==> src/snake_pkg.sv <==
package snake_pkg;

    // ========================================================================
    // grid and timing
    // ========================================================================

    localparam int COORD_BITS  = 4;
    localparam int MAX_LENGTH  = 50;
    localparam int TICK_CYCLES = 8;

    // head at x 4, y 5
    localparam logic [7:0] START_CELL   = 8'h45;
    localparam logic [7:0] START_LENGTH = 8'd2;

    // ========================================================================
    // apple placement lfsr
    // ========================================================================

    localparam logic [7:0] APPLE_SEED = 8'h5A;
    localparam logic [7:0] APPLE_TAPS = 8'hB8;

    typedef enum logic [1:0] {
        UP,
        DOWN,
        LEFT,
        RIGHT
    } direction_t;

    typedef struct packed {
        logic [COORD_BITS-1:0] x;
        logic [COORD_BITS-1:0] y;
    } cell_pos_t;

    // raw for compares, pos for movement
    typedef union packed {
        logic [7:0] raw;
        cell_pos_t  pos;
    } cell_t;

endpackage

==> src/move_tick.sv <==
`timescale 1ns/1ps

module move_tick import snake_pkg::*; (
    input  logic clk,
    input  logic nrst,
    input  logic sync,
    input  logic game_over,
    output logic step
);

    logic [$clog2(TICK_CYCLES)-1:0] count;
    logic                           wrap;

    assign wrap = (count == $bits(count)'(TICK_CYCLES - 1));

    // step is registered so it comes TICK_CYCLES edges after reset
    always_ff @(posedge clk or negedge nrst) begin
        if (!nrst) begin
            count <= '0;
            step  <= 1'b0;
        end else if (sync) begin
            count <= '0;
            step  <= 1'b0;
        end else if (game_over) begin
            // frozen until sync
            step <= 1'b0;
        end else begin
            step <= wrap;
            if (wrap) begin
                count <= '0;
            end else begin
                count <= count + 1'b1;
            end
        end
    end

endmodule

==> src/heading_ctrl.sv <==
`timescale 1ns/1ps

module heading_ctrl import snake_pkg::*; (
    input  logic       clk,
    input  logic       nrst,
    input  logic       sync,
    input  logic       btn_up,
    input  logic       btn_down,
    input  logic       btn_left,
    input  logic       btn_right,
    output direction_t direction
);

    direction_t req_dir;
    logic       req_valid;
    logic       accept;

    function automatic direction_t reverse_of(input direction_t dir);
        direction_t rev;
        case (dir)
            UP:      rev = DOWN;
            DOWN:    rev = UP;
            LEFT:    rev = RIGHT;
            default: rev = LEFT;
        endcase
        return rev;
    endfunction

    // priority up, down, left, right
    always_comb begin
        req_valid = 1'b1;
        req_dir   = direction;
        if (btn_up) begin
            req_dir = UP;
        end else if (btn_down) begin
            req_dir = DOWN;
        end else if (btn_left) begin
            req_dir = LEFT;
        end else if (btn_right) begin
            req_dir = RIGHT;
        end else begin
            req_valid = 1'b0;
        end
    end

    // snake cannot fold back onto its own neck
    assign accept = req_valid && (req_dir != reverse_of(direction));

    always_ff @(posedge clk or negedge nrst) begin
        if (!nrst) begin
            direction <= RIGHT;
        end else if (sync) begin
            direction <= RIGHT;
        end else if (accept) begin
            direction <= req_dir;
        end
    end

endmodule

==> src/update_body.sv <==
`timescale 1ns/1ps

module update_body import snake_pkg::*; (
    input  logic                    clk,
    input  logic                    nrst,
    input  logic                    sync,
    input  logic                    step,
    input  direction_t              direction,
    input  logic [7:0]              length,
    output cell_t [MAX_LENGTH-1:0]  body,
    output cell_t                   head
);

    cell_t [MAX_LENGTH-1:0] current;
    cell_t [MAX_LENGTH-1:0] next;
    cell_t                  next_head;

    // ========================================================================
    // segment registers
    // ========================================================================

    generate
        for (genvar i = 0; i < MAX_LENGTH; i++) begin : g_cell
            always_ff @(posedge clk or negedge nrst) begin
                if (!nrst) begin
                    if (i == 0) begin
                        current[i].raw <= START_CELL;
                    end else begin
                        current[i].raw <= 8'h00;
                    end
                end else begin
                    current[i] <= next[i];
                end
            end
        end
    endgenerate

    // ========================================================================
    // next head with coordinates wrapping modulo 16
    // ========================================================================

    always_comb begin
        next_head = current[0];
        case (direction)
            LEFT:    next_head.pos.x = current[0].pos.x - 1'b1;
            RIGHT:   next_head.pos.x = current[0].pos.x + 1'b1;
            DOWN:    next_head.pos.y = current[0].pos.y + 1'b1;
            UP:      next_head.pos.y = current[0].pos.y - 1'b1;
            default: next_head = current[0];
        endcase
    end

    // shift limited by the length before this step
    always_comb begin
        if (sync) begin
            for (int i = 0; i < MAX_LENGTH; i++) begin
                if (i == 0) begin
                    next[i].raw = START_CELL;
                end else begin
                    next[i].raw = 8'h00;
                end
            end
        end else if (step) begin
            for (int i = 0; i < MAX_LENGTH; i++) begin
                if (i == 0) begin
                    next[i] = next_head;
                end else if (i <= length) begin
                    next[i] = current[i-1];
                end else begin
                    next[i].raw = 8'h00;
                end
            end
        end else begin
            next = current;
        end
    end

    assign body = current;
    assign head = next_head;

endmodule

==> src/collision_check.sv <==
`timescale 1ns/1ps

module collision_check import snake_pkg::*; (
    input  logic                   clk,
    input  logic                   nrst,
    input  logic                   sync,
    input  logic                   step,
    input  cell_t [MAX_LENGTH-1:0] body,
    input  logic [7:0]             length,
    output logic                   game_over
);

    logic step_d;
    logic hit;

    // body registers settle on the step edge so the check looks one cycle later
    always_ff @(posedge clk or negedge nrst) begin
        if (!nrst) begin
            step_d <= 1'b0;
        end else if (sync) begin
            step_d <= 1'b0;
        end else begin
            step_d <= step;
        end
    end

    // ========================================================================
    // head against live segments 1..length
    // ========================================================================

    always_comb begin
        hit = 1'b0;
        for (int i = 1; i < MAX_LENGTH; i++) begin
            if ((i <= length) && (body[i].raw == body[0].raw)) begin
                hit = 1'b1;
            end
        end
    end

    // sticky until sync or reset
    always_ff @(posedge clk or negedge nrst) begin
        if (!nrst) begin
            game_over <= 1'b0;
        end else if (sync) begin
            game_over <= 1'b0;
        end else if (step_d && hit) begin
            game_over <= 1'b1;
        end
    end

endmodule

==> src/food_growth.sv <==
`timescale 1ns/1ps

module food_growth import snake_pkg::*; (
    input  logic       clk,
    input  logic       nrst,
    input  logic       sync,
    input  logic       step,
    input  cell_t      head,
    output logic [7:0] length,
    output cell_t      apple
);

    logic  eat;
    logic  at_max;
    cell_t shift_once;
    cell_t shift_twice;
    cell_t apple_next;

    // galois form that shifts right and folds the taps in when a one drops out
    function automatic logic [7:0] lfsr_step(input logic [7:0] value);
        logic [7:0] shifted;
        shifted = value >> 1;
        if (value[0]) begin
            shifted = shifted ^ APPLE_TAPS;
        end
        return shifted;
    endfunction

    assign eat    = step && (head.raw == apple.raw);
    assign at_max = (length >= 8'(MAX_LENGTH - 1));

    // ========================================================================
    // apple relocation
    // ========================================================================

    always_comb begin
        shift_once.raw  = lfsr_step(apple.raw);
        shift_twice.raw = lfsr_step(shift_once.raw);
        // never drop the new apple under the head
        if (shift_once.raw == head.raw) begin
            apple_next = shift_twice;
        end else begin
            apple_next = shift_once;
        end
    end

    always_ff @(posedge clk or negedge nrst) begin
        if (!nrst) begin
            apple.raw <= APPLE_SEED;
        end else if (sync) begin
            apple.raw <= APPLE_SEED;
        end else if (eat) begin
            apple <= apple_next;
        end
    end

    // ========================================================================
    // length counter
    // ========================================================================

    always_ff @(posedge clk or negedge nrst) begin
        if (!nrst) begin
            length <= START_LENGTH;
        end else if (sync) begin
            length <= START_LENGTH;
        end else if (eat && !at_max) begin
            length <= length + 8'd1;
        end
    end

endmodule

==> src/snake_core.sv <==
`timescale 1ns/1ps

module snake_core import snake_pkg::*; (
    input  logic                   clk,
    input  logic                   nrst,
    input  logic                   sync,
    input  logic                   btn_up,
    input  logic                   btn_down,
    input  logic                   btn_left,
    input  logic                   btn_right,
    output cell_t [MAX_LENGTH-1:0] body,
    output cell_t                  head,
    output cell_t                  apple,
    output logic [7:0]             length,
    output logic                   game_over,
    output logic                   step
);

    direction_t direction;

    move_tick move_tick_inst (
        .clk       (clk),
        .nrst      (nrst),
        .sync      (sync),
        .game_over (game_over),
        .step      (step)
    );

    heading_ctrl heading_ctrl_inst (
        .clk       (clk),
        .nrst      (nrst),
        .sync      (sync),
        .btn_up    (btn_up),
        .btn_down  (btn_down),
        .btn_left  (btn_left),
        .btn_right (btn_right),
        .direction (direction)
    );

    update_body update_body_inst (
        .clk       (clk),
        .nrst      (nrst),
        .sync      (sync),
        .step      (step),
        .direction (direction),
        .length    (length),
        .body      (body),
        .head      (head)
    );

    // sees the shifted body one cycle after step
    collision_check collision_check_inst (
        .clk       (clk),
        .nrst      (nrst),
        .sync      (sync),
        .step      (step),
        .body      (body),
        .length    (length),
        .game_over (game_over)
    );

    food_growth food_growth_inst (
        .clk       (clk),
        .nrst      (nrst),
        .sync      (sync),
        .step      (step),
        .head      (head),
        .length    (length),
        .apple     (apple)
    );

endmodule

==> config.mk <==
export PLATFORM = sky130hd
export DESIGN_NAME = snake_core
export DESIGN_NICKNAME = d
export VERILOG_FILES = /design/src/snake_pkg.sv /design/src/move_tick.sv /design/src/heading_ctrl.sv /design/src/update_body.sv /design/src/collision_check.sv /design/src/food_growth.sv /design/src/snake_core.sv
export SDC_FILE = /design/constraint.sdc
export NUM_CORES = 1
export LEC_CHECK = 0
export BUFFER_PORTS_ARGS = -buffer_cell sky130_fd_sc_hd__buf_4
export CAP_MARGIN = 40
export CORE_AREA = 2 2 216 218
export DETAILED_ROUTE_END_ITERATION = 6
export DIE_AREA = 0 0 218 220
export PLACE_DENSITY = 0.77
export RECOVER_POWER = 50
export SLEW_MARGIN = 0
export SYNTH_ARGS = -nofsm -noshare
export SYNTH_HDL_FRONTEND = slang
export SYNTH_HIERARCHICAL = 1
export SYNTH_SLANG_ARGS = --single-unit
==> constraint.sdc <==
create_clock -name clk -period 3.4 [get_ports clk]
set_input_delay 0.17 -clock clk [delete_from_list [all_inputs] [get_ports clk]]
set_output_delay 0.17 -clock clk [all_outputs]
set_load 0.05 [all_outputs]
==> impl_metrics.yaml, run 1 <==
status:
  status: "complete, but fails checks"
  violations: "max-capacitance violations, max-slew violations"
placement:
  io_buffers: 432
  dpl.hpwl_um: 58720
  place_ws_ns: 0.1750
  gp_congestion: 0.9141
yosys:
  async_flop_share_pct: 100.0
  synth_nets: 2533
  synth_warnings: 6
  syn_inst: 2517
  ys_ff_latch: 424
  synth-main-ff-cell: "dfrtp_1"
  syn_area_um2: 23070
  synth.distinct_cells: 70
  ys_seq_area_share_pct: 46.05
  avgSynthCellArea_um2: 9.165
  synth_enable_flop_cells: 0
global_route:
  grt_pass1_wl_um: 130300
  grt_max_degree: 209
  grt.overflow.total: 0
  grt_pass1_vias: 21070
  antenna_found_initial: 0
  track_usage_pct: 35.29
detailed_routing:
  wl_per_cell_um: 24.89
  dr.pass1.iters: 6
  ant_nets: 0
  drcViolationCount: 0
  routed_via_density: 6.374
  totalWireLength_um: 87170
  vias: 22320
  drt-initial-drc-count: 2891
clocking:
  cts_max_path_buffers: 3
  insertion_delay_ns: 0.59
  cts_root_buf: "clkbuf_16"
  cts_setup_buffers: 0
  cts_tree: "done"
  cts.clk_slew.worst_paths_ns: 0.06
  cts_max_level: 2
  clock-sinks: 424
  numCtsBuffers: 46
timing:
  max_freq_mhz: 304.8
  worst_pin_slew_ns: 2.159
  rsz0062_at_grt: "false"
  setup_viol: 0
  final-hold-violation-count: 0
  relSlewSlack_pct: -43.95
  fin_skew_ns: 0.02094
  finalWorstSetupSlack_ns: 0.1189
  setup_tns_ns: 0
  min_period_ns: 3.281
  slew_viol_final: 238
  fin_crit_sh_pct: 96.50
  timing.hold.ws_ns: 0.2232
finish:
  drive_gt1_share_pct: 14.34
  antenna_cells: 0
  num-nets-final: 2875
  syn_to_final_growth_pct: 20.51
  final_util_pct: 60.61
  final_common_cell: "dfrtp_1"
  mostFrequentLayoutCells: "406 x dfrtp_1, 337 x xnor2_1, 282 x a21oi_1"
die:
  die_width_um: 218
  die_h_um: 220
  start_util_pct: 50.29
  io_pins: 433
  core_um2: 45860
  fp-row-count: 79
  die-area_um2: 47960
critical_path:
  cp-start-kind: "flip-flop"
  crit_start: "heading_ctrl_inst/direction[0]$_DFFE_PN1P_"
  r2r_slack_ns: 0.12
  crit_type: "flip-flop to flip-flop"
  crit_chain: "nand2_4 -> ha_4 -> a21o_1 -> a21oi_2 -> mux2i_2 -> xor2_4 -> xnor2_1 -> nand3_1 -> or3_4 -> nor3b_1 -> a31o_2"
  crit_fanout: 14
  slowest_stage: "dfstp_2"
  r2r_start: "heading_ctrl_inst/direction[0]$_DFFE_PN1P_"
  end_kind: "flip-flop"
  r2r_cells: 11
  arrival_ns: 3.81
  r2r_end: "food_growth_inst/apple[2]$_DFFE_PN0P_"
  worstPathRequired_ns: 3.92
  critPathMaxStageDelay_ns: 0.66
power_and_ir_drop:
  leakagePower_nw: 11.06
  pwr_density_cell_nw_per_um2: 392.0
  ir_worst_vdd_uv: 288.9
hold_path:
  hold_class: "primary input to async pin"
flow_run:
  cap_violations: 3
-- routing by layer --
metal	share of wire [%]	GRT usage, %	vias up
met4	5.8	20.16	0
li1	-	-	9471
met2	46	53.99	1548
met5	0	0	-
met3	10	6.680	295
met1	38	47.12	11010
-- worst max-delay path, delay by kind of cell (launching register included) --
family          cells  cell delay (ns)
compound gates      3             0.59
xor+xnor            2             0.31
fa+ha+maj           1             0.22
flops               1             0.66
mux                 1             0.35
simple gates        4             1.09
-- worst max path at each step --
stage	end	slack, ns	cells past startpoint
after floorplan	food_growth_inst/length[4]$_DFFE_PN0P_	-0.04	12
after global placement	food_growth_inst/apple[2]$_DFFE_PN0P_	0.24	11
after detailed placement	food_growth_inst/apple[2]$_DFFE_PN0P_	0.17	11
after CTS	food_growth_inst/apple[2]$_DFFE_PN0P_	0.06	11
after global routing	food_growth_inst/apple[2]$_DFFE_PN0P_	0.008	11
final	food_growth_inst/apple[2]$_DFFE_PN0P_	0.12	11
-- synthesized netlist by cell type (23+ instances only) --
master	instances	area, µm²
nor2_1	160	600.6
nand3_1	262	1311
inv_1	28	105.1
buf_4	24	180.2
dfrtp_1	414	10360
nand4_1	79	494.2
nor3_1	23	115.1
o21ai_0	24	120.1
xnor2_1	337	2952
xor2_1	77	674.4
a22oi_1	104	780.8
buf_2	37	185.2
a21oi_1	284	1421
clkbuf_1	124	465.5
nand2_1	279	1047
nor4_1	26	162.7
-- cell type report --
| cell class | instances | area [µm²] |
|---|---|---|
| tap | 607 | 759.5 |
| sequential | 424 | 10660 |
| timing repair buffer | 495 | 3114 |
| clock buffer | 61 | 1341 |
| fill | 4053 | 18070 |
| clock inverter | 23 | 306.5 |
| inverter | 30 | 120.1 |
| multi-input combinational | 1862 | 11500 |
-- report_power, final --
group	leakage [nW]	total [W]	internal [W]	switching [W]
Sequential	5.87	0.00506	0.00505	0.0000101
Clock	0.815	0.00547	0.00331	0.00216
Combinational	4.37	0.000365	0.0000787	0.000286
Total	11.1	0.0109	0.00844	0.00246
-- logic make-up (layout without fill, tap and decap cells) --
| logic type | count (synthesis) | count (layout) | share of synthesized area [%] |
|---|---|---|---|
| AOI/OAI and AO/OA | 536 | 536 | 14.37 |
| muxes | 11 | 11 | 0.5044 |
| and+or+nand+nor | 892 | 892 | 18.32 |
| xor gates and xnor gates | 414 | 414 | 15.72 |
| DFF | 424 | 424 | 46.05 |
| adders and majority gates | 9 | 9 | 0.5207 |
| buffers and inverters | 231 | 609 | 4.513 |
-- stage by stage --
stage / instance area (µm²) / cells / power [W]
after floorplan: 23190 / 2517 / 0.005340
after global placement: 26880 / 3407 / 0.005507
after detailed placement: 26930 / 3410 / 0.005523
after CTS: 28640 / 3501 / 0.01095
after global routing: 27800 / 3502 / 0.01117
final: 27800 / 3502 / 0.01090
-- sequential cells by signal (all words and copies together), names as in the netlist --
name and cells:
update_body_inst/body 400, food_growth_inst/apple 8, move_tick_inst/step 1, move_tick_inst/count 3, collision_check_inst/game_over 1, collision_check_inst/step_d 1, food_growth_inst/length 8, heading_ctrl_inst/direction 2
-- repair_timing --
action                     CTS  global route
hold endpoints to repair    97             0
hold buffers                 7             0
setup endpoints to repair    0             6
resized for setup            0             1
Note: power is estimated with default switching activity, not from simulation.
==> run 2, diff against run 1 <==
==> constraint.sdc (replaced) <==
create_clock -name clk -period 3.4 [get_ports clk]
set_input_delay 0.51 -clock clk [delete_from_list [all_inputs] [get_ports clk]]
set_output_delay 0.51 -clock clk [all_outputs]
set_load 0.05 [all_outputs]
==> impl_metrics.yaml, run 2 (synthesis results as in run 1) <==
detailed_routing:
  routed_via_density: 6.385
  ant_nets: 0
  drt-initial-drc-count: 3396
  wl_per_cell_um: 25.04
  dr.pass1.iters: 7
  totalWireLength_um: 87690
  drcViolationCount: 0
  vias: 22360
timing:
  fin_skew_ns: 0.02389
  rsz0062_at_grt: "false"
  min_period_ns: 3.224
  setup_viol: 0
  setup_tns_ns: 0
  slew_viol_final: 257
  worst_pin_slew_ns: 2.708
  final-hold-violation-count: 0
  fin_crit_sh_pct: 94.83
  timing.hold.ws_ns: 0.002805
  max_freq_mhz: 310.1
  finalWorstSetupSlack_ns: 0.1757
  relSlewSlack_pct: -80.52
critical_path:
  crit_type: "flip-flop to output port"
  cp-start-kind: "flip-flop"
  end_kind: "output port"
  worstPathRequired_ns: 2.89
  r2r_end: "food_growth_inst/apple[2]$_DFFE_PN0P_"
  r2r_start: "heading_ctrl_inst/direction[1]$_DFFE_PN1P_"
  r2r_cells: 11
  crit_fanout: 10
  r2r_slack_ns: 0.20
  arrival_ns: 2.71
finish:
  multiInputGateArea_um2: 11500
  largest_reg_flops: 400
  regArea_um2: 10660
  final_common_cell: "dfrtp_1"
  syn_to_final_growth_pct: 19.72
  final_util_pct: 60.21
  drive_gt1_share_pct: 14.47
  fin_area_um2: 27620
  antenna_cells: 0
  filler_cell_count: 4056
  mostFrequentLayoutCells: "406 x dfrtp_1, 337 x xnor2_1, 282 x a21oi_1"
  num-nets-final: 2876
global_route:
  grt.overflow.total: 0
  grt_pass1_vias: 21180
  grt_pass1_wl_um: 130800
  grt_max_degree: 126
  track_usage_pct: 35.58
  antenna_found_initial: 0
clocking:
  cts_max_path_buffers: 3
  cts_root_buf: "clkbuf_16"
  cts_tree: "done"
  cts.clk_slew.worst_paths_ns: 0.06
  numCtsBuffers: 46
  insertion_delay_ns: 0.60
  cts_max_level: 2
  clock-sinks: 424
power_and_ir_drop:
  leakagePower_nw: 10.99
  ir_worst_vdd_uv: 281.2
  pwr_density_cell_nw_per_um2: 380.4
die:
  die-area_um2: 47960
  core_um2: 45860
  die_width_um: 218
  io_pins: 433
  start_util_pct: 50.29
  fp-row-count: 79
  die_h_um: 220
placement:
  place_ws_ns: 0.1361
  dpl.hpwl_um: 60010
  io_buffers: 432
  placed_cell_area_um2: 26950
  gp_congestion: 0.9433
hold_path:
  hold_class: "primary input to async pin"
flow_run:
  cap_violations: 4
status:
  violations: "max-capacitance violations, max-slew violations"
  status: "complete, but fails checks"
## run 2: cell count changes in the layout (fill, tap and decap cells not counted), sizes merged
cell	previous run	this run
clkbuf	275	273
bufinv	7	3
dlygate4sd3	7	0
clkinvlp	2	4
clkdlybuf4s25	0	1
inv	29	30
buf	274	283
## run 2: layer usage
metal	part of all wire [%]	global-route usage, %
met1	39	48.15
met2	46	55.07
met3	9.9	6.128
met4	5.3	18.39
met5	0	0
## run 2: area by class of cell
cell class                 instances  share of cell area [%]
inverter                          30                  0.4350
clock buffer                      61                   4.739
multi-input combinational       1862                   41.63
tap                              607                   2.750
sequential                       424                   38.60
timing repair buffer             496                   11.11
clock inverter                    22                  0.7340
## run 2: worst max-delay path, cell delays in order, from the launching register on
cell and delay [ns]:
dfstp_2 0.67, nand2_4 0.11, ha_4 0.22, a21o_1 0.18, a21oi_2 0.19, mux2i_2 0.34
xor2_4 0.19, buf_4 0.23
## run 2: worst max-delay path by stage
stage | start | endpoint | slack, ns | cells after the start
final | heading_ctrl_inst/direction[1]$_DFFE_PN1P_ | head[7] | 0.18 | 7
after global routing | nrst | update_body_inst/body[254]$_DFFE_PN0P_ | 0.05 | 2
after CTS | heading_ctrl_inst/direction[1]$_DFFE_PN1P_ | food_growth_inst/apple[2]$_DFFE_PN0P_ | 0.10 | 11
after detailed placement | heading_ctrl_inst/direction[1]$_DFFE_PN1P_ | food_growth_inst/apple[2]$_DFFE_PN0P_ | 0.14 | 11
after global placement | heading_ctrl_inst/direction[1]$_DFFE_PN1P_ | food_growth_inst/apple[2]$_DFFE_PN0P_ | 0.25 | 11
after floorplan | heading_ctrl_inst/direction[1]$_DFFE_PN1P_ | food_growth_inst/length[4]$_DFFE_PN0P_ | -0.04 | 12
## run 2: report_power, final
group	internal, W	total (W)	leakage (nW)	switching (W)
registers	0.00505	0.00506	5.87	0.0000102
clock network	0.00293	0.00508	0.746	0.00215
logic	0.0000741	0.000356	4.37	0.000282
## run 2: per-stage QoR
step                instances  total power [W]
global route             3502          0.01080
detailed placement       3419         0.005525
finish                   3502          0.01050
CTS                      3502          0.01055
floorplan                2517         0.005340
global placement         3414         0.005515
## run 2: repair_timing
item,CTS,global route
setup endpoints to repair,0,1
gates resized for setup,0,1
setup buffers,0,0
hold endpoints to repair,0,0
hold buffers,0,0
